<file path="config.mk">
export PLATFORM = sky130hd
export DESIGN_NAME = icache_ctrl
export DESIGN_NICKNAME = d
export VERILOG_FILES = /design/src/hw/icache_cfg_pkg.sv /design/src/hw/icache_mem_pkg.sv /design/src/hw/icache_ctrl.sv
export SDC_FILE = /design/constraint.sdc
export NUM_CORES = 1
export LEC_CHECK = 0
export ABC_CLOCK_PERIOD_IN_PS = 3200
export BUFFER_PORTS_ARGS = -buffer_cell sky130_fd_sc_hd__buf_2
export CAP_MARGIN = 20
export CORE_MARGIN = 3
export CORE_UTILIZATION = 46
export DETAILED_ROUTE_END_ITERATION = 6
export PLACE_DENSITY = 0.79
export SLEW_MARGIN = 20
export SYNTH_ARGS = -nofsm -noshare
export SYNTH_HDL_FRONTEND = slang
export SYNTH_SLANG_ARGS = --single-unit
export TNS_END_PERCENT = 5
</file>
<file path="constraint.sdc">
create_clock -name clk_i -period 3.2 [get_ports clk_i]
set_input_delay 0.32 -clock clk_i [delete_from_list [all_inputs] [get_ports clk_i]]
set_output_delay 0.32 -clock clk_i [all_outputs]
set_load 0.01 [all_outputs]
</file>
<file path="src/hw/icache_cfg_pkg.sv">
// geometry of the instruction cache and the types derived from it
// imported by every RTL block that touches addresses, tags or lines
package icache_cfg_pkg;

  ////////////////////
  // basic sizes
  ////////////////////

  localparam int unsigned AddrWidth  = 32;
  localparam int unsigned FetchWidth = 32;
  localparam int unsigned LineWidth  = 128;
  localparam int unsigned NumWays    = 4;
  localparam int unsigned NumSets    = 64;

  ////////////////////
  // address split
  ////////////////////

  // byte offset inside one line
  localparam int unsigned OffsetWidth = $clog2(LineWidth / 8);
  localparam int unsigned IndexWidth  = $clog2(NumSets);
  // what is left above index and offset
  localparam int unsigned TagWidth    = AddrWidth - IndexWidth - OffsetWidth;
  localparam int unsigned WayIdxWidth = $clog2(NumWays);

  typedef logic [AddrWidth-1:0]  addr_t;
  typedef logic [TagWidth-1:0]   tag_t;
  typedef logic [IndexWidth-1:0] set_idx_t;
  // one bit per way, used for hits, valids and the victim
  typedef logic [NumWays-1:0]    way_oh_t;
  typedef logic [LineWidth-1:0]  line_t;
  typedef logic [FetchWidth-1:0] word_t;

endpackage

</file>
<file path="src/hw/icache_mem_pkg.sv">
// packets on the memory return port of the instruction cache
// one return beat is a full line, read either as fill data or as an invalidation
package icache_mem_pkg;

  ////////////////////
  // return kind
  ////////////////////

  typedef enum logic {
    IFILL_ACK = 1'b0,
    INV_REQ   = 1'b1
  } rtrn_type_e;

  // bits left over once the invalidation fields are placed
  localparam int unsigned InvPadWidth = icache_cfg_pkg::LineWidth
                                      - icache_cfg_pkg::IndexWidth
                                      - icache_cfg_pkg::WayIdxWidth
                                      - 2;

  ////////////////////
  // invalidation
  ////////////////////

  // fields sit at the low end of the beat, upper bits carry nothing
  typedef struct packed {
    logic [InvPadWidth-1:0]                pad;
    // clear every way of the set
    logic                                  all;
    // clear only the way given below
    logic                                  vld;
    logic [icache_cfg_pkg::WayIdxWidth-1:0] way;
    icache_cfg_pkg::set_idx_t              idx;
  } inv_req_t;

  // line on IFILL_ACK, invalidation on INV_REQ
  typedef union packed {
    icache_cfg_pkg::line_t line;
    inv_req_t              inv;
  } rtrn_payload_u;

endpackage

</file>
<file path="src/hw/icache_ctrl.sv">
// control FSM of the instruction cache: lookup, miss refill, flush and invalidations
// drives the tag and data arrays and both memory side ports
`timescale 1ns/1ns

module icache_ctrl #(
  parameter icache_cfg_pkg::addr_t NcBase = 32'h8000_0000
) (
  input  logic                                    clk_i,
  input  logic                                    rst_ni,
  input  logic                                    flush_i,
  input  logic                                    en_i,
  output logic                                    busy_o,
  output logic                                    miss_o,
  input  logic                                    fetch_req_i,
  input  icache_cfg_pkg::addr_t                   fetch_addr_i,
  output logic                                    fetch_ready_o,
  output logic                                    fetch_valid_o,
  output logic                                    mem_req_o,
  input  logic                                    mem_ack_i,
  output icache_cfg_pkg::addr_t                   mem_addr_o,
  output logic                                    mem_nc_o,
  input  logic                                    mem_rtrn_valid_i,
  input  icache_mem_pkg::rtrn_type_e              mem_rtrn_type_i,
  input  icache_cfg_pkg::set_idx_t                inv_idx_i,
  input  icache_cfg_pkg::way_oh_t                 hit_i,
  output logic                                    rd_en_o,
  output logic                                    fill_en_o,
  output logic                                    inv_en_o,
  output logic                                    flush_en_o,
  output icache_cfg_pkg::set_idx_t                set_o,
  output icache_cfg_pkg::tag_t                    tag_o,
  output logic [icache_cfg_pkg::OffsetWidth-3:0]  offset_o,
  output logic                                    bypass_o
);
  import icache_cfg_pkg::*;
  import icache_mem_pkg::*;

  typedef enum logic [1:0] {
    FLUSH,
    IDLE,
    READ,
    MISS
  } state_e;

  state_e   state_d, state_q;
  addr_t    addr_q;
  set_idx_t flush_cnt_q;
  logic     flush_done;
  logic     flush_d, flush_q;
  logic     cache_en_d, cache_en_q;
  logic     inv_q;
  logic     req_q;
  logic     cmp_q;
  logic     accept;
  logic     nc;
  logic     hit_ok;

  assign accept = fetch_req_i & fetch_ready_o;
  // disabled cache or io region both use the miss path
  assign nc     = ~cache_en_q | (addr_q >= NcBase);
  // a hit read before an invalidation is not trusted
  assign hit_ok = (|hit_i) & ~nc & ~inv_q;
  assign busy_o = (state_q != IDLE);

  ////////////////////
  // address plumbing
  ////////////////////

  assign tag_o    = addr_q[AddrWidth-1 -: TagWidth];
  assign offset_o = addr_q[OffsetWidth-1:2];
  // line aligned for fills, word aligned for nc
  assign mem_addr_o = nc ? {addr_q[AddrWidth-1:2], 2'b00}
                         : {addr_q[AddrWidth-1:OffsetWidth], {OffsetWidth{1'b0}}};
  assign mem_nc_o   = nc;
  // flush counter beats invalidations, which beat the fetch index
  assign set_o = flush_en_o ? flush_cnt_q :
                 inv_en_o   ? inv_idx_i   :
                 accept     ? fetch_addr_i[OffsetWidth +: IndexWidth] :
                              addr_q[OffsetWidth +: IndexWidth];
  assign inv_en_o   = mem_rtrn_valid_i & (mem_rtrn_type_i == INV_REQ);
  assign flush_done = (flush_cnt_q == set_idx_t'(NumSets - 1));
  // array output selected only in the cycle after a read
  assign bypass_o   = ~cmp_q;

  ////////////////////
  // main FSM
  ////////////////////

  always_comb begin
    state_d       = state_q;
    cache_en_d    = cache_en_q;
    flush_d       = flush_q | flush_i;
    fetch_ready_o = 1'b0;
    fetch_valid_o = 1'b0;
    mem_req_o     = 1'b0;
    miss_o        = 1'b0;
    rd_en_o       = 1'b0;
    fill_en_o     = 1'b0;
    flush_en_o    = 1'b0;
    unique case (state_q)
      // walk all sets, clearing valid bits
      FLUSH: begin
        flush_en_o = 1'b1;
        if (flush_done) begin
          state_d    = IDLE;
          flush_d    = 1'b0;
          cache_en_d = en_i;
        end
      end
      IDLE: begin
        // disable takes effect at once, enable goes through FLUSH
        cache_en_d = cache_en_q & en_i;
        if (flush_d || (en_i && !cache_en_q)) begin
          state_d = FLUSH;
        end else if (!mem_rtrn_valid_i) begin
          fetch_ready_o = 1'b1;
          if (fetch_req_i) begin
            rd_en_o = 1'b1;
            state_d = READ;
          end
        end
      end
      READ: begin
        if (inv_q && !req_q) begin
          // arrays changed under us, look again
          rd_en_o = 1'b1;
        end else if (hit_ok) begin
          fetch_valid_o = 1'b1;
          state_d       = IDLE;
          // back to back hits, unless a flush or return is in the way
          if (!flush_d && !mem_rtrn_valid_i) begin
            fetch_ready_o = 1'b1;
            if (fetch_req_i) begin
              rd_en_o = 1'b1;
              state_d = READ;
            end
          end
        end else begin
          mem_req_o = 1'b1;
          if (mem_ack_i) begin
            miss_o  = ~nc;
            state_d = MISS;
          end
        end
      end
      MISS: begin
        // nc data is passed on but never written
        if (mem_rtrn_valid_i && mem_rtrn_type_i == IFILL_ACK) begin
          fetch_valid_o = 1'b1;
          fill_en_o     = ~nc;
          state_d       = IDLE;
        end
      end
      default: begin
        state_d = FLUSH;
      end
    endcase
  end

  always_ff @(posedge clk_i or negedge rst_ni) begin
    if (!rst_ni) begin
      state_q     <= FLUSH;
      flush_cnt_q <= '0;
      flush_q     <= 1'b0;
      cache_en_q  <= 1'b0;
      inv_q       <= 1'b0;
      req_q       <= 1'b0;
      cmp_q       <= 1'b0;
    end else begin
      state_q     <= state_d;
      flush_q     <= flush_d;
      cache_en_q  <= cache_en_d;
      inv_q       <= inv_en_o;
      // request raised but not yet taken
      req_q       <= mem_req_o & ~mem_ack_i;
      cmp_q       <= rd_en_o;
      if (flush_en_o) begin
        flush_cnt_q <= flush_done ? '0 : flush_cnt_q + 1'b1;
      end
    end
  end

  // fetch address, held for the whole lookup and refill
  always_ff @(posedge clk_i) begin
    if (accept) begin
      addr_q <= fetch_addr_i;
    end
  end

endmodule

</file>
==> metrics.yaml <==
crit_type: "reg2out"
die_area_um2: 6140
post-cts-setup-buffers: 0
path_max_fanout: 6
io_pins: 123
slew_viol_final: 0
synth_area_um2: 2410
vias_per_cell: 5.14
cts_buffers: 5
status: "complete, no violations"
skew_ps: 5.10
crit_path_start_kind: "flop"
synthFlopType: "edfxtp_1"
busiest_layer: "met2"
grt_max_degree: 31
io_buffers: 118
cts_root_buf: "clkbuf_8"
dp_cells: 349
finalSetupViolCount: 0
start_util_pct: 49.3
crit_path_max_incr_delay_ps: 470
critPathTopFamily: "compound AO/OA/AOI/OAI gates"
clkPwrFrac_pct: 29.0
cts_tree: "built"
required_ps: 2880
rsz0062_at_grt: "false"
final-seq-area_um2: 1230
drtIter0Drc: 117
grt_usage_pct: 17.5
wl_per_cell_um: 15.2
muxShareOfSynthArea_pct: 1.30
grt_first_pass_wirelength_mm: 8.37
synth_fa_ha_area_share_pct: 2.60
ys_warn_count: 0
die_x_um: 78.3
clk-insertion-delay-late_ps: 290
hold_viol: 0
synth_edf_count: 30
drv_cap: 0
synth-seq-cells: 43
async_flop_share_pct: 30.2
synth_top_family_by_area: "buffers and inverters"
postCtsHoldBufs: 1
max_freq_mhz: 356
nets: 345
crit_chain: "inv_1 > ha_1 > nand4bb_1 > o2bb2ai_1 > nand3_1 > a31oi_1 > buf_2"
grtUsageMet3_pct: 5.85
timing.slew.headroom_pct: 58.2
comb_power_share_pct: 29.2
tns_ps: 0
synth_cell_type_count: 44
syn_inst: 221
cts.htree.levels: 2
synth_compound_area_share_pct: 11.8
fin_cells: 358
timing.final.crit_period_ps: 2810
worst-path-buf-inv: 2
switchingPower_uw: 542
dp_hpwl_mm: 4.21
syn_avg_cell_area_um2: 10.9
multiInputGateArea_um2: 714
seq_area_frac_synth_pct: 50.9
synth-simple-area-share_pct: 12.5
antenna_found_initial: 0
drc: 0
p_sw_share_pct: 31.8
vdd_ir_drop_max_v: 0.000322
clkTransAtPathRegs_ps: 80
gp_congestion: 0.835
cp.arrival_ps: 2490
diodes: 0
area_growth_pct: 17.0
end_kind: "output pin"
finalWirelength_mm: 5.45
cpMaxStageDelayCell: "o2bb2ai_1"
grt-ovfl-total: 0
clock_path_buffers: 2
p_leak_uw: 0.00125
grt_pass1_vias: 1730
use_met2_pct: 31.7
clock_sinks: 43
power_density_nw_per_um2: 605
via_count: 1841
rows: 25
die_h_um: 78.3
post_cts_resized: 0
p_seq_share_pct: 41.8
drive_gt1_share_pct: 45.7
core_um2: 4880
first_pass_iters: 4
drt.antenna.violating_nets: 0
hold_path.class: "in2reg"
worstMarginPinSlew_ps: 628
finalCritPeriodShare_pct: 87.8
fill_cells: 433
yosys.area_share.xor_xnor_pct: 1.09
intPower_uw: 1160
met1_usage_pct: 19.6
[logic make-up (layout without fill, tap and decap cells)]
family,Yosys count,after routing
compound gates,43,43
other cells,1,2
buf+inv,72,141
simple gates,51,51
flops,43,43
fa+ha+maj,5,5
mux,3,3
xor+xnor,3,3
[sequential cells by signal, summed over array words and instances, names as in the netlist]
register,count
addr_q,30
req_q,1
cache_en_q,1
flush_cnt_q,6
flush_q,1
state_q,2
inv_q,1
cmp_q,1
[power by group through the flow]
stage	logic, uW	registers, uW	clock network, uW
floorplan	340	704	0
global placement	478	718	0
detailed placement	489	722	0
CTS	499	709	506
global route	555	724	531
finish	498	712	494
[final cells by class]
type,instances,area share (%)
inverter,12,1.60
multi-input combinational,107,25.4
sequential,43,43.5
clock buffer,6,2.58
clock inverter,2,2.13
timing repair buffer,121,21.8
tap,67,2.98
[path summary, 6_finish.rpt]
kind | start | depth (start not counted) | endpoint | slack (ps)
min | fetch_addr_i[20] | 1 | addr_q[20]$_DFFE_PN_ | 200
min reg2reg | flush_cnt_q[4]$_DFFE_PN0P_ | 1 | flush_cnt_q[4]$_DFFE_PN0P_ | 560
max in group asynchronous | rst_ni | 2 | req_q$_DFF_PN0_ | 2510
min in group asynchronous | rst_ni | 2 | flush_cnt_q[1]$_DFFE_PN0P_ | 450
max | state_q[0]$_DFFE_PN0P_ | 7 | set_o[0] | 390
max reg2reg | state_q[0]$_DFFE_PN0P_ | 6 | addr_q[30]$_DFFE_PN_ | 1080
[through the flow]
stage	hold WS [ps]	power (uW)	util, %	cell area, um^2	worst slack [ps]
after floorplan	24.4	1040	-	2410	372
after global placement	228	1200	54.8	2680	963
after detailed placement	229	1210	54.8	2680	858
after CTS	189	1710	57.7	2820	438
after global routing	181	1810	57.7	2820	243
final	201	1700	57.7	2820	390
[synthesized netlist by cell type, types with 2 or more instances]
master | n | area share (%)
a21oi_1 | 15 | 3.1
a31oi_1 | 7 | 1.8
and2_1 | 3 | 0.78
buf_4 | 54 | 17
clkbuf_1 | 5 | 0.78
dfrtp_1 | 13 | 14
edfxtp_1 | 30 | 37
ha_1 | 5 | 2.6
inv_1 | 12 | 1.9
mux2i_1 | 2 | 0.83
nand2_1 | 8 | 1.2
nand2b_1 | 2 | 0.52
nand3_1 | 8 | 1.7
nand3b_1 | 2 | 0.62
nand4_1 | 5 | 1.3
nand4b_1 | 2 | 0.73
nor2_1 | 9 | 1.4
nor2b_1 | 2 | 0.52
nor3_1 | 2 | 0.42
o21ai_0 | 10 | 2.1
xnor2_1 | 2 | 0.73
[cells in the final DEF, fill, tap and decap left out, drive strengths merged, types with 2 or more instances in the layout]
cell	instances
nand4	5
nand3	8
mux2i	2
nor2b	2
edfxtp	30
nand3b	2
dfrtp	13
inv	12
conb	2
nor4	2
nand2	8
o21ai	10
buf	120
nand4b	2
clkbuf	6
nor2	9
xnor2	2
a31oi	7
ha	5
o31ai	2
nor3	2
bufinv	2
and2	3
nand2b	3
a21oi	15
[per-layer routing]
metal | wire [um] | vias up
met3 | 537 | 9
met5 | 0 | -
li1 | - | 864
met2 | 2860 | 107
met4 | 83 | 0
met1 | 1970 | 861
Note: power is estimated with default switching activity, not from simulation.
