--- config.mk ---
export PLATFORM = sky130hd
export DESIGN_NAME = icache_repl
export DESIGN_NICKNAME = d
export VERILOG_FILES = /design/src/hw/icache_cfg_pkg.sv /design/src/hw/icache_repl.sv
export SDC_FILE = /design/constraint.sdc
export NUM_CORES = 1
export LEC_CHECK = 0
export ABC_AREA = 0
export BUFFER_PORTS_ARGS = -buffer_cell sky130_fd_sc_hd__buf_4
export CAP_MARGIN = 20
export CORE_UTILIZATION = 30
export DETAILED_ROUTE_END_ITERATION = 12
export PLACE_DENSITY = 0.59
export SYNTH_ARGS = -nofsm -noshare
export SYNTH_HDL_FRONTEND = slang
export SYNTH_SLANG_ARGS = --single-unit
--- constraint.sdc ---
create_clock -name clk_i -period 1.35 [get_ports clk_i]
set_input_delay 0.27 -clock clk_i [delete_from_list [all_inputs] [get_ports clk_i]]
set_output_delay 0.27 -clock clk_i [all_outputs]
set_load 0.005 [all_outputs]
--- src/hw/icache_cfg_pkg.sv ---
// geometry of the instruction cache and the types derived from it
// imported by every RTL block that touches addresses, tags or lines
package icache_cfg_pkg;

  ////////////////////
  // basic sizes
  ////////////////////

  localparam int unsigned AddrWidth  = 32;
  localparam int unsigned FetchWidth = 32;
  localparam int unsigned LineWidth  = 128;
  localparam int unsigned NumWays    = 4;
  localparam int unsigned NumSets    = 64;

  ////////////////////
  // address split
  ////////////////////

  // byte offset inside one line
  localparam int unsigned OffsetWidth = $clog2(LineWidth / 8);
  localparam int unsigned IndexWidth  = $clog2(NumSets);
  // what is left above index and offset
  localparam int unsigned TagWidth    = AddrWidth - IndexWidth - OffsetWidth;
  localparam int unsigned WayIdxWidth = $clog2(NumWays);

  typedef logic [AddrWidth-1:0]  addr_t;
  typedef logic [TagWidth-1:0]   tag_t;
  typedef logic [IndexWidth-1:0] set_idx_t;
  // one bit per way, used for hits, valids and the victim
  typedef logic [NumWays-1:0]    way_oh_t;
  typedef logic [LineWidth-1:0]  line_t;
  typedef logic [FetchWidth-1:0] word_t;

endpackage

--- src/hw/icache_repl.sv ---
// victim choice for refills
// first invalid way, or a pseudo random way once the set is full
`timescale 1ns/1ns

module icache_repl #(
  parameter logic [7:0] LfsrSeed = 8'hA5
) (
  input  logic                    clk_i,
  input  logic                    rst_ni,
  input  icache_cfg_pkg::way_oh_t valid_i,
  input  logic                    fill_en_i,
  input  logic                    cmp_en_i,
  output icache_cfg_pkg::way_oh_t victim_o
);
  import icache_cfg_pkg::*;

  logic [7:0]             lfsr_q;
  logic [WayIdxWidth-1:0] inv_way;
  logic [WayIdxWidth-1:0] repl_way;
  logic                   all_valid;
  way_oh_t                victim_q;

  // scan from the top so the lowest invalid way wins
  always_comb begin
    inv_way = '0;
    for (int w = NumWays - 1; w >= 0; w--) begin
      if (!valid_i[w]) begin
        inv_way = w[WayIdxWidth-1:0];
      end
    end
  end

  assign all_valid = &valid_i;
  assign repl_way  = all_valid ? lfsr_q[WayIdxWidth-1:0] : inv_way;

  always_ff @(posedge clk_i or negedge rst_ni) begin
    if (!rst_ni) begin
      lfsr_q   <= LfsrSeed;
      victim_q <= '0;
    end else begin
      // galois form, x^8 + x^6 + x^5 + x^4 + 1
      if (fill_en_i && all_valid) begin
        lfsr_q <= {1'b0, lfsr_q[7:1]} ^ (lfsr_q[0] ? 8'hB8 : 8'h00);
      end
      if (cmp_en_i) begin
        victim_q <= way_oh_t'(1) << repl_way;
      end
    end
  end

  assign victim_o = victim_q;

endmodule

==> results.cfg, run 1 <==
[grt]
grt_overflow = 0
grtUsageTotal_pct = 10.29
grt_pass1_vias = 328
antenna_found_initial = 0
grt_pass1_wl_um = 1414
grt_max_degree = 13

[timing]
fin_crit_ns = 1.062
grt_setup_unrepaired = false
fmax_mhz = 941.6
setup_violations = 0
slew_violations = 0
final.setup.tns_ns = 0
fin_skew_ns = 0.008712
fin_crit_sh_pct = 78.67
hold-worst-slack_ns = 0.2197
worst_slew_pin_slew_ns = 0.3386
setup_ws_ns = 0.2880
slew_headroom_pct = 77.40
final-hold-violation-count = 0

[clocking]
clkTransAtPathRegs_ns = 0.08
worstSkewPairLatency_ns = 0.27
clock-sinks = 12
tritoncts = done
cts_buffers = 3
clockRootBuffer = clkbuf_4
cts_resized = 0
cts_setup_buffers = 0
htreeDepth = 1
cts.path.max_buffers = 2

[place]
dpl_worst_slack_ns = 0.1813
hpwlAfterDp_um = 632.1
gp_congestion = 0.7044
io_buffers = 11

[critical_path]
critPathBufInv = 1
crit_fanout = 2
arrival_ns = 0.79
critPathRequiredTime_ns = 1.08
crit_family = flip-flops
cp-startpoint = victim_o[2]
path_cells = buf_4
slowest_delay_ns = 0.39
cpMaxStageDelayCell = dfrtp_1
end_kind = output pin
critPathKind = flop to output pin
startpoint_type = flop
timing.rr.start = lfsr_q[0]

[power]
p_clk_share_pct = 33.7
p_int_w = 0.0005227
p_sw_w = 0.0001480
power_per_cell_area_nw_per_um2 = 969.3
seqPwrFrac_pct = 55.8
combPwrFrac_pct = 10.5
p_leak_nw = 0.3363
swShare_pct = 22.07
vdd_ir_drop_max_mv = 0.3575

[synth]
ys_ff_latch = 12
ys_top_cells_by_area = dfrtp_1, dfstp_2, mux2_2, xor2_1, nand3_4
syn_area_um2 = 545.5
synthDistinctLibCells = 16
syn_area_per_cell_um2 = 13.31
syn_nets = 49
synthCells = 41
yosysWarnings = 0
netlist.area_leader.share_pct = 36.70
synth_seq_area_share_pct = 55.96
synth_top_cell_by_area = dfrtp_1

[route]
drt-total-wl_um = 837
vias_per_cell = 4.420
wl_per_cell_um = 10.33
drtIter0Drc = 6
drc = 1
ant_nets = 0
dr.pass1.iters = 8
via_count = 358

[run]
cap_violations = 0

[final_layout]
area_delta_synth_final_pct = 26.83
layout-drive-gt1-share_pct = 50.00
antennaDiodeCount = 0
layout_commonest_cell = buf_4
nets = 65
mostFrequentLayoutCells = buf_4, mux2_2, dfrtp_1
fillerInstances = 170

[floorplanning]
start_util_pct = 31.94
die_w_um = 44.64
io_pins = 12
design.die.area_um2 = 1993
coreArea_um2 = 1708
die_y_um = 44.64
std_cell_rows = 15

[outcome]
violations = design-rule violations
status = finished with violations

[hold_path]
min-delay-start = cmp_en_i
hold_path_class = primary input to flop
[area by class of cell]
cell class                 count  area [um^2]  share of cell area [%]
clock buffer                   4        26.28                   3.797
inverter                       3        11.26                   1.627
multi-input combinational     25        225.2                   32.55
sequential                    12        305.3                   44.12
tap                           25        31.28                   4.521
timing repair buffer          12        92.59                   13.38
[per-stage QoR]
| stage | total power (W) | std cells | utilization, % | cell area (um^2) |
|---|---|---|---|---|
| final | 0.0006707 | 81 | 40.51 | 691.9 |
| after global routing | 0.0007068 | 81 | 40.51 | 691.9 |
| after CTS | 0.0006836 | 81 | 40.51 | 691.9 |
| after detailed placement | 0.0004503 | 76 | 38.39 | 655.6 |
| after global placement | 0.0004494 | 76 | 38.39 | 655.6 |
| after floorplan | 0.0004022 | 41 | - | 545.5 |
[power groups by stage]
| stage | registers (W) | logic, W | clock network (W) |
|---|---|---|---|
| detailed placement | 0.000381 | 0.0000696 | 0 |
| global placement | 0.000380 | 0.0000693 | 0 |
| CTS | 0.000374 | 0.0000721 | 0.000237 |
| finish | 0.000374 | 0.0000707 | 0.000226 |
| global route | 0.000375 | 0.0000775 | 0.000254 |
| floorplan | 0.000381 | 0.0000210 | 0 |
[worst paths after layout]
check	endpoint	slack, ns	cells past startpoint
max in group asynchronous	lfsr_q[7]	0.74	2
min	victim_o[3]	0.22	2
min reg2reg	victim_o[0]	0.52	1
max	victim_o[2]	0.29	1
max reg2reg	lfsr_q[4]	0.29	2
min in group asynchronous	lfsr_q[3]	0.37	2
[routing by layer]
layer	GRT usage [%]	up-vias	wire length, um
li1	-	179	-
met1	14.07	172	388
met2	12.94	7	418
met3	2.857	0	30
met4	9.091	0	0
met5	0	-	0
[cells in the mapped netlist]
master and count:
clkbuf_1 1, dfstp_2 4, nand2b_1 2, o211a_1 1
o22ai_1 2, a21boi_0 1, o2111ai_1 2, inv_1 3
o21a_1 1, dfrtp_1 8, xor2_1 3, nand3_4 1
nand2_1 2, o21ai_0 1, mux2_2 8, and3_4 1
[kinds of logic after synthesis]
| family | Yosys count | share of synthesized area [%] |
|---|---|---|
| flops | 12 | 55.96 |
| compound gates | 8 | 11.01 |
| mux | 8 | 16.51 |
| simple gates | 6 | 8.946 |
| buf+inv | 4 | 2.751 |
| xor+xnor | 3 | 4.817 |
[sequential cells by signal (all words and copies together) (netlist names)]
signal and flops:
lfsr_q 8, victim_o 4
[repair_timing]
action	4_1_cts	5_1_grt
hold endpoints to repair	8	0
setup endpoints to repair	0	0
hold buffers	1	0
No activity file was read; power rests on OpenSTA's default activity.
==> inputs of run 2 (changes only) <==
--- a/config.mk
+++ b/config.mk
@@ -10,7 +10,7 @@
 export CAP_MARGIN = 20
 export CORE_UTILIZATION = 30
 export DETAILED_ROUTE_END_ITERATION = 12
-export PLACE_DENSITY = 0.59
+export PLACE_DENSITY = 0.61
 export SYNTH_ARGS = -nofsm -noshare
 export SYNTH_HDL_FRONTEND = slang
 export SYNTH_SLANG_ARGS = --single-unit
==> constraint.sdc (replaced) <==
create_clock -name clk_i -period 0.93 [get_ports clk_i]
set_input_delay 0.186 -clock clk_i [delete_from_list [all_inputs] [get_ports clk_i]]
set_output_delay 0.186 -clock clk_i [all_outputs]
set_load 0.005 [all_outputs]
==> run 2 against run 1 <==
Compared with the run above: sequential power rose by 46%; wire length up 11%; sequential share of layout area is 4.4 points lower; the flow finishes with violations (negative setup slack); power is 52% higher; critical path type is now flop to flop; register-to-register slack got worse by 0.45 ns; critical endpoint is now lfsr_q[3]; utilization increased by 4.5 points; flip-flop and latch count did not move; worst setup slack worse by 0.45 ns; combinational power rose by 97%; die area is the same; via count grew 3.6%.
==> results.cfg, run 2 (same netlist as run 1, synthesis figures left out) <==
[grt]
antenna_found_initial = 0
grt_overflow = 0
grt_pass1_wl_um = 1593
grtUsageTotal_pct = 11.38
grt_pass1_vias = 356
grt_max_degree = 13

[timing]
fmax_mhz = 918.2
setup_violations = 11
hold-worst-slack_ns = 0.1440
slew_headroom_pct = 82.71
setup_ws_ns = -0.1591
final-hold-violation-count = 0
slew_violations = 0
fin_crit_ns = 1.089
fin_crit_sh_pct = 117.1
worst_slew_pin_slew_ns = 0.2593
final.setup.tns_ns = -1.015
fin_skew_ns = 0.009301
grt_setup_unrepaired = true

[floorplanning]
design.die.area_um2 = 1993
die_y_um = 44.64
std_cell_rows = 15
start_util_pct = 31.94
io_pins = 12
die_w_um = 44.64
coreArea_um2 = 1708

[clocking]
clkTransAtPathRegs_ns = 0.08
clock-sinks = 12
tritoncts = done
cts.path.max_buffers = 2
cts_buffers = 3
worstSkewPairLatency_ns = 0.27
htreeDepth = 1
clockRootBuffer = clkbuf_4

[final_layout]
ff_latch_area_um2 = 305.3
fin_cells = 88
layout-drive-gt1-share_pct = 57.14
layout_commonest_cell = buf_4
largest_register_ffs = 8
largest_register = lfsr_q
antennaDiodeCount = 0
nets = 72
mostFrequentLayoutCells = buf_4, dfrtp_1, mux2_2
area_delta_synth_final_pct = 41.06
fillerInstances = 162
fin_util_pct = 45.05
multiInputGateArea_um2 = 235.2

[place]
io_buffers = 11
gp_congestion = 0.6998
dpl_worst_slack_ns = -0.1643
placed_cells = 79
hpwlAfterDp_um = 657.6

[route]
vias_per_cell = 4.216
drc = 0
wl_per_cell_um = 10.56
ant_nets = 0
via_count = 371
drt-total-wl_um = 929
drtIter0Drc = 3
dr.pass1.iters = 4

[critical_path]
crit_family = flip-flops
rrSetupSlack_ns = -0.16
critPathRequiredTime_ns = 1.08
worst-path-stages = 2
timing.rr.start = lfsr_q[0]
cp-endpoint = lfsr_q[3]
cp-startpoint = lfsr_q[0]
arrival_ns = 1.24
rr_worst_depth = 2
crit_fanout = 7
startpoint_type = flop
path_cells = xor2_1 -> mux2_2
critPathKind = flop to flop
cpMaxStageDelayCell = dfstp_2
reg2reg_to = lfsr_q[3]
slowest_delay_ns = 0.63
critPathBufInv = 0
end_kind = flop

[outcome]
status = finished with violations
violations = negative setup slack

[power]
power_per_cell_area_nw_per_um2 = 1323
p_leak_nw = 0.3808
vdd_ir_drop_max_mv = 0.4354

[hold_path]
min-delay-start = cmp_en_i
hold_path_class = primary input to flop

[run]
cap_violations = 0
-- run 2: per-layer routing --
| metal | routed length (um) | vias up | global-route usage, % |
|---|---|---|---|
| li1 | - | 189 | - |
| met1 | 432 | 179 | 16.07 |
| met2 | 476 | 3 | 16.47 |
| met3 | 19 | 0 | 1.224 |
| met4 | 0 | 0 | 7.273 |
| met5 | 0 | - | 0 |
-- run 2: area by class of cell --
type / instances / area share, %
Clock buffer: 4 / 3.415
Inverter: 3 / 1.463
Multi-Input combinational cell: 25 / 30.57
Sequential cell: 12 / 39.67
Tap cell: 25 / 4.065
Timing Repair Buffer: 19 / 20.81
-- run 2: report_power, final --
part | leakage (nW) | switching [W] | internal [W]
clock | 0.0150 | 0.000168 | 0.000166
combinational | 0.217 | 0.0000528 | 0.0000860
sequential | 0.148 | 0.00000901 | 0.000536
total | 0.381 | 0.000230 | 0.000788
-- run 2: through the flow --
step                power (W)  instance area (um^2)
floorplan           0.0005846                 559.3
global placement    0.0006564                 681.9
detailed placement  0.0006576                 681.9
CTS                  0.001031                 754.5
global route         0.001071                 769.5
finish               0.001018                 769.5
-- run 2: worst reg2reg max path, delay by kind of cell (launching register included) --
kind      cells  cell delay, ns
flops         1            0.63
mux           1            0.26
xor+xnor      1            0.09
-- run 2: worst min-delay path by stage --
stage | endpoint | slack [ns] | cells past startpoint
after floorplan | lfsr_q[1] | -0.11 | 0
after global placement | lfsr_q[6] | 0.03 | 1
after detailed placement | lfsr_q[6] | 0.03 | 1
after CTS | victim_o[3] | 0.13 | 2
after global routing | victim_o[3] | 0.14 | 2
final | victim_o[3] | 0.14 | 2
-- run 2: what timing repair did --
| item | in CTS | in global routing |
|---|---|---|
| setup buffers | 2 | 2 |
| endpoints found under the setup margin | 11 | 11 |
| pin swaps | 1 | 0 |
| endpoints found under the hold margin | 12 | 0 |
| hold buffers | 1 | 0 |
| resized for setup | 5 | 0 |
==> inputs of run 3 (changes only) <==
--- a/config.mk
+++ b/config.mk
@@ -10,7 +10,7 @@
 export CAP_MARGIN = 20
 export CORE_UTILIZATION = 30
 export DETAILED_ROUTE_END_ITERATION = 12
-export PLACE_DENSITY = 0.61
+export PLACE_DENSITY = 0.59
 export SYNTH_ARGS = -nofsm -noshare
 export SYNTH_HDL_FRONTEND = slang
 export SYNTH_SLANG_ARGS = --single-unit
==> constraint.sdc (replaced) <==
create_clock -name clk_i -period 1.1 [get_ports clk_i]
set_input_delay 0.22 -clock clk_i [delete_from_list [all_inputs] [get_ports clk_i]]
set_output_delay 0.22 -clock clk_i [all_outputs]
set_load 0.005 [all_outputs]
==> run 3 against run 2 <==
Compared with the run above: the run ends with design-rule violations left; power fell by 12%; non-clock buffer count down 5; wire length fell by 7.8%; count of clock-buffer cells in the layout is the same; final area decreased by 6.0%; register-to-register slack improved by 0.19 ns; critical endpoint is now lfsr_q[4].
==> results.cfg, run 3 (same netlist as run 1, synthesis figures left out) <==
[outcome]
status = finished with violations
violations = design-rule violations

[route]
ant_nets = 0
wl_per_cell_um = 10.33
dr.pass1.iters = 7
via_count = 361
vias_per_cell = 4.349
drc = 1
drt-total-wl_um = 857
drtIter0Drc = 3

[hold_path]
hold_path_class = primary input to flop

[floorplanning]
coreArea_um2 = 1708
start_util_pct = 31.94
die_y_um = 44.64
io_pins = 12
design.die.area_um2 = 1993
std_cell_rows = 15
die_w_um = 44.64

[critical_path]
critPathKind = flop to flop
startpoint_type = flop
arrival_ns = 1.22
crit_fanout = 8
critPathRequiredTime_ns = 1.25
end_kind = flop
cpMaxStageDelayCell = dfstp_2
path_cells = xor2_1 -> mux2_2
slowest_delay_ns = 0.62

[final_layout]
nets = 67
antennaDiodeCount = 0
area_delta_synth_final_pct = 32.57
mostFrequentLayoutCells = buf_4, mux2_2, dfrtp_1
layout-drive-gt1-share_pct = 55.17
largest_register_ffs = 8
layout_commonest_cell = buf_4
largest_register = lfsr_q

[timing]
slew_violations = 0
worst_slew_pin_slew_ns = 0.2381
setup_violations = 0
hold-worst-slack_ns = 0.1783
slew_headroom_pct = 84.12
final-hold-violation-count = 0
final.setup.tns_ns = 0
grt_setup_unrepaired = false
fin_skew_ns = 0.0004535
setup_ws_ns = 0.03580
fmax_mhz = 939.7
fin_crit_ns = 1.064
fin_crit_sh_pct = 96.75

[place]
io_buffers = 11
gp_congestion = 0.7293
hpwlAfterDp_um = 623.5
dpl_worst_slack_ns = -0.01078

[grt]
grt_pass1_wl_um = 1331
antenna_found_initial = 0
grt_max_degree = 13
grt_overflow = 0
grt_pass1_vias = 326
grtUsageTotal_pct = 9.694

[power]
power_per_cell_area_nw_per_um2 = 1233
seqPwrFrac_pct = 51.4
p_int_w = 0.0007073
p_sw_w = 0.0001841
p_clk_share_pct = 37.9
swShare_pct = 20.65
vdd_ir_drop_max_mv = 0.4023
combPwrFrac_pct = 10.6
p_leak_nw = 0.3534

[clocking]
tritoncts = done
clkTransAtPathRegs_ns = 0.07
cts_buffers = 3
htreeDepth = 1
worstSkewPairLatency_ns = 0.26
clock-sinks = 12
cts.path.max_buffers = 2
clockRootBuffer = clkbuf_4

[run]
cap_violations = 0
==> run 3: changes by cell type in the layout (fill, tap and decap cells not counted), sizes merged <==
| cell | previous run | this run |
|---|---|---|
| buf | 18 | 13 |
==> run 3: worst paths after layout <==
check | cells past startpoint | end | start | slack, ns
max | 2 | lfsr_q[4] | lfsr_q[0] | 0.04
min | 2 | victim_o[3] | cmp_en_i | 0.18
max reg2reg | 2 | lfsr_q[4] | lfsr_q[0] | 0.04
min reg2reg | 1 | lfsr_q[3] | lfsr_q[3] | 0.51
max in group asynchronous | 2 | lfsr_q[5] | rst_ni | 0.55
min in group asynchronous | 2 | lfsr_q[3] | rst_ni | 0.32
==> run 3: repair_timing <==
item	4_1_cts	5_1_grt
buffers inserted	0	0
hold buffers	1	0
hold endpoints to repair	12	0
resized for setup	0	2
setup endpoints to repair	0	1
==> run 3: final cells by class <==
class | instances | area (um^2)
fillers | 175 | 984.7
flip-flops and latches | 12 | 305.3
multi-input cells | 25 | 231.5
repair buffers | 14 | 107.6
clock buffers | 4 | 36.28
well taps | 25 | 31.28
inverters | 3 | 11.26
==> run 3: power by group through the flow <==
stage	Combinational [W]	Sequential (W)	Clock, W
floorplan	0.0000258	0.000468	0
CTS	0.0000937	0.000459	0.000353
finish	0.0000947	0.000459	0.000338
detailed placement	0.0000906	0.000467	0
global route	0.000104	0.000460	0.000380
global placement	0.0000901	0.000466	0
==> run 3: metal layers <==
| layer | wire length [um] | track usage, % | up-vias |
|---|---|---|---|
| li1 | - | - | 179 |
| met1 | 402 | 12.79 | 175 |
| met2 | 425 | 12.35 | 7 |
| met3 | 29 | 2.857 | 0 |
| met4 | 0 | 9.091 | 0 |
| met5 | 0 | 0 | - |
==> run 3: through the flow <==
stage / cell area [um^2] / total power, W / cells / util [%]
6_report: 723.2 / 0.0008914 / 83 / 42.34
5_1_grt: 723.2 / 0.0009436 / 83 / 42.34
4_1_cts: 716.9 / 0.0009056 / 83 / 41.98
3_5_place_dp: 670.6 / 0.0005577 / 78 / 39.27
3_3_place_gp: 670.6 / 0.0005566 / 78 / 39.27
2_1_floorplan: 549.3 / 0.0004936 / 41 / -
==> run 3: critical path, delay by kind of cell, from the launching register on <==
family,cells,cell delay (ns)
mux,1,0.26
xor+xnor,1,0.08
flops,1,0.62
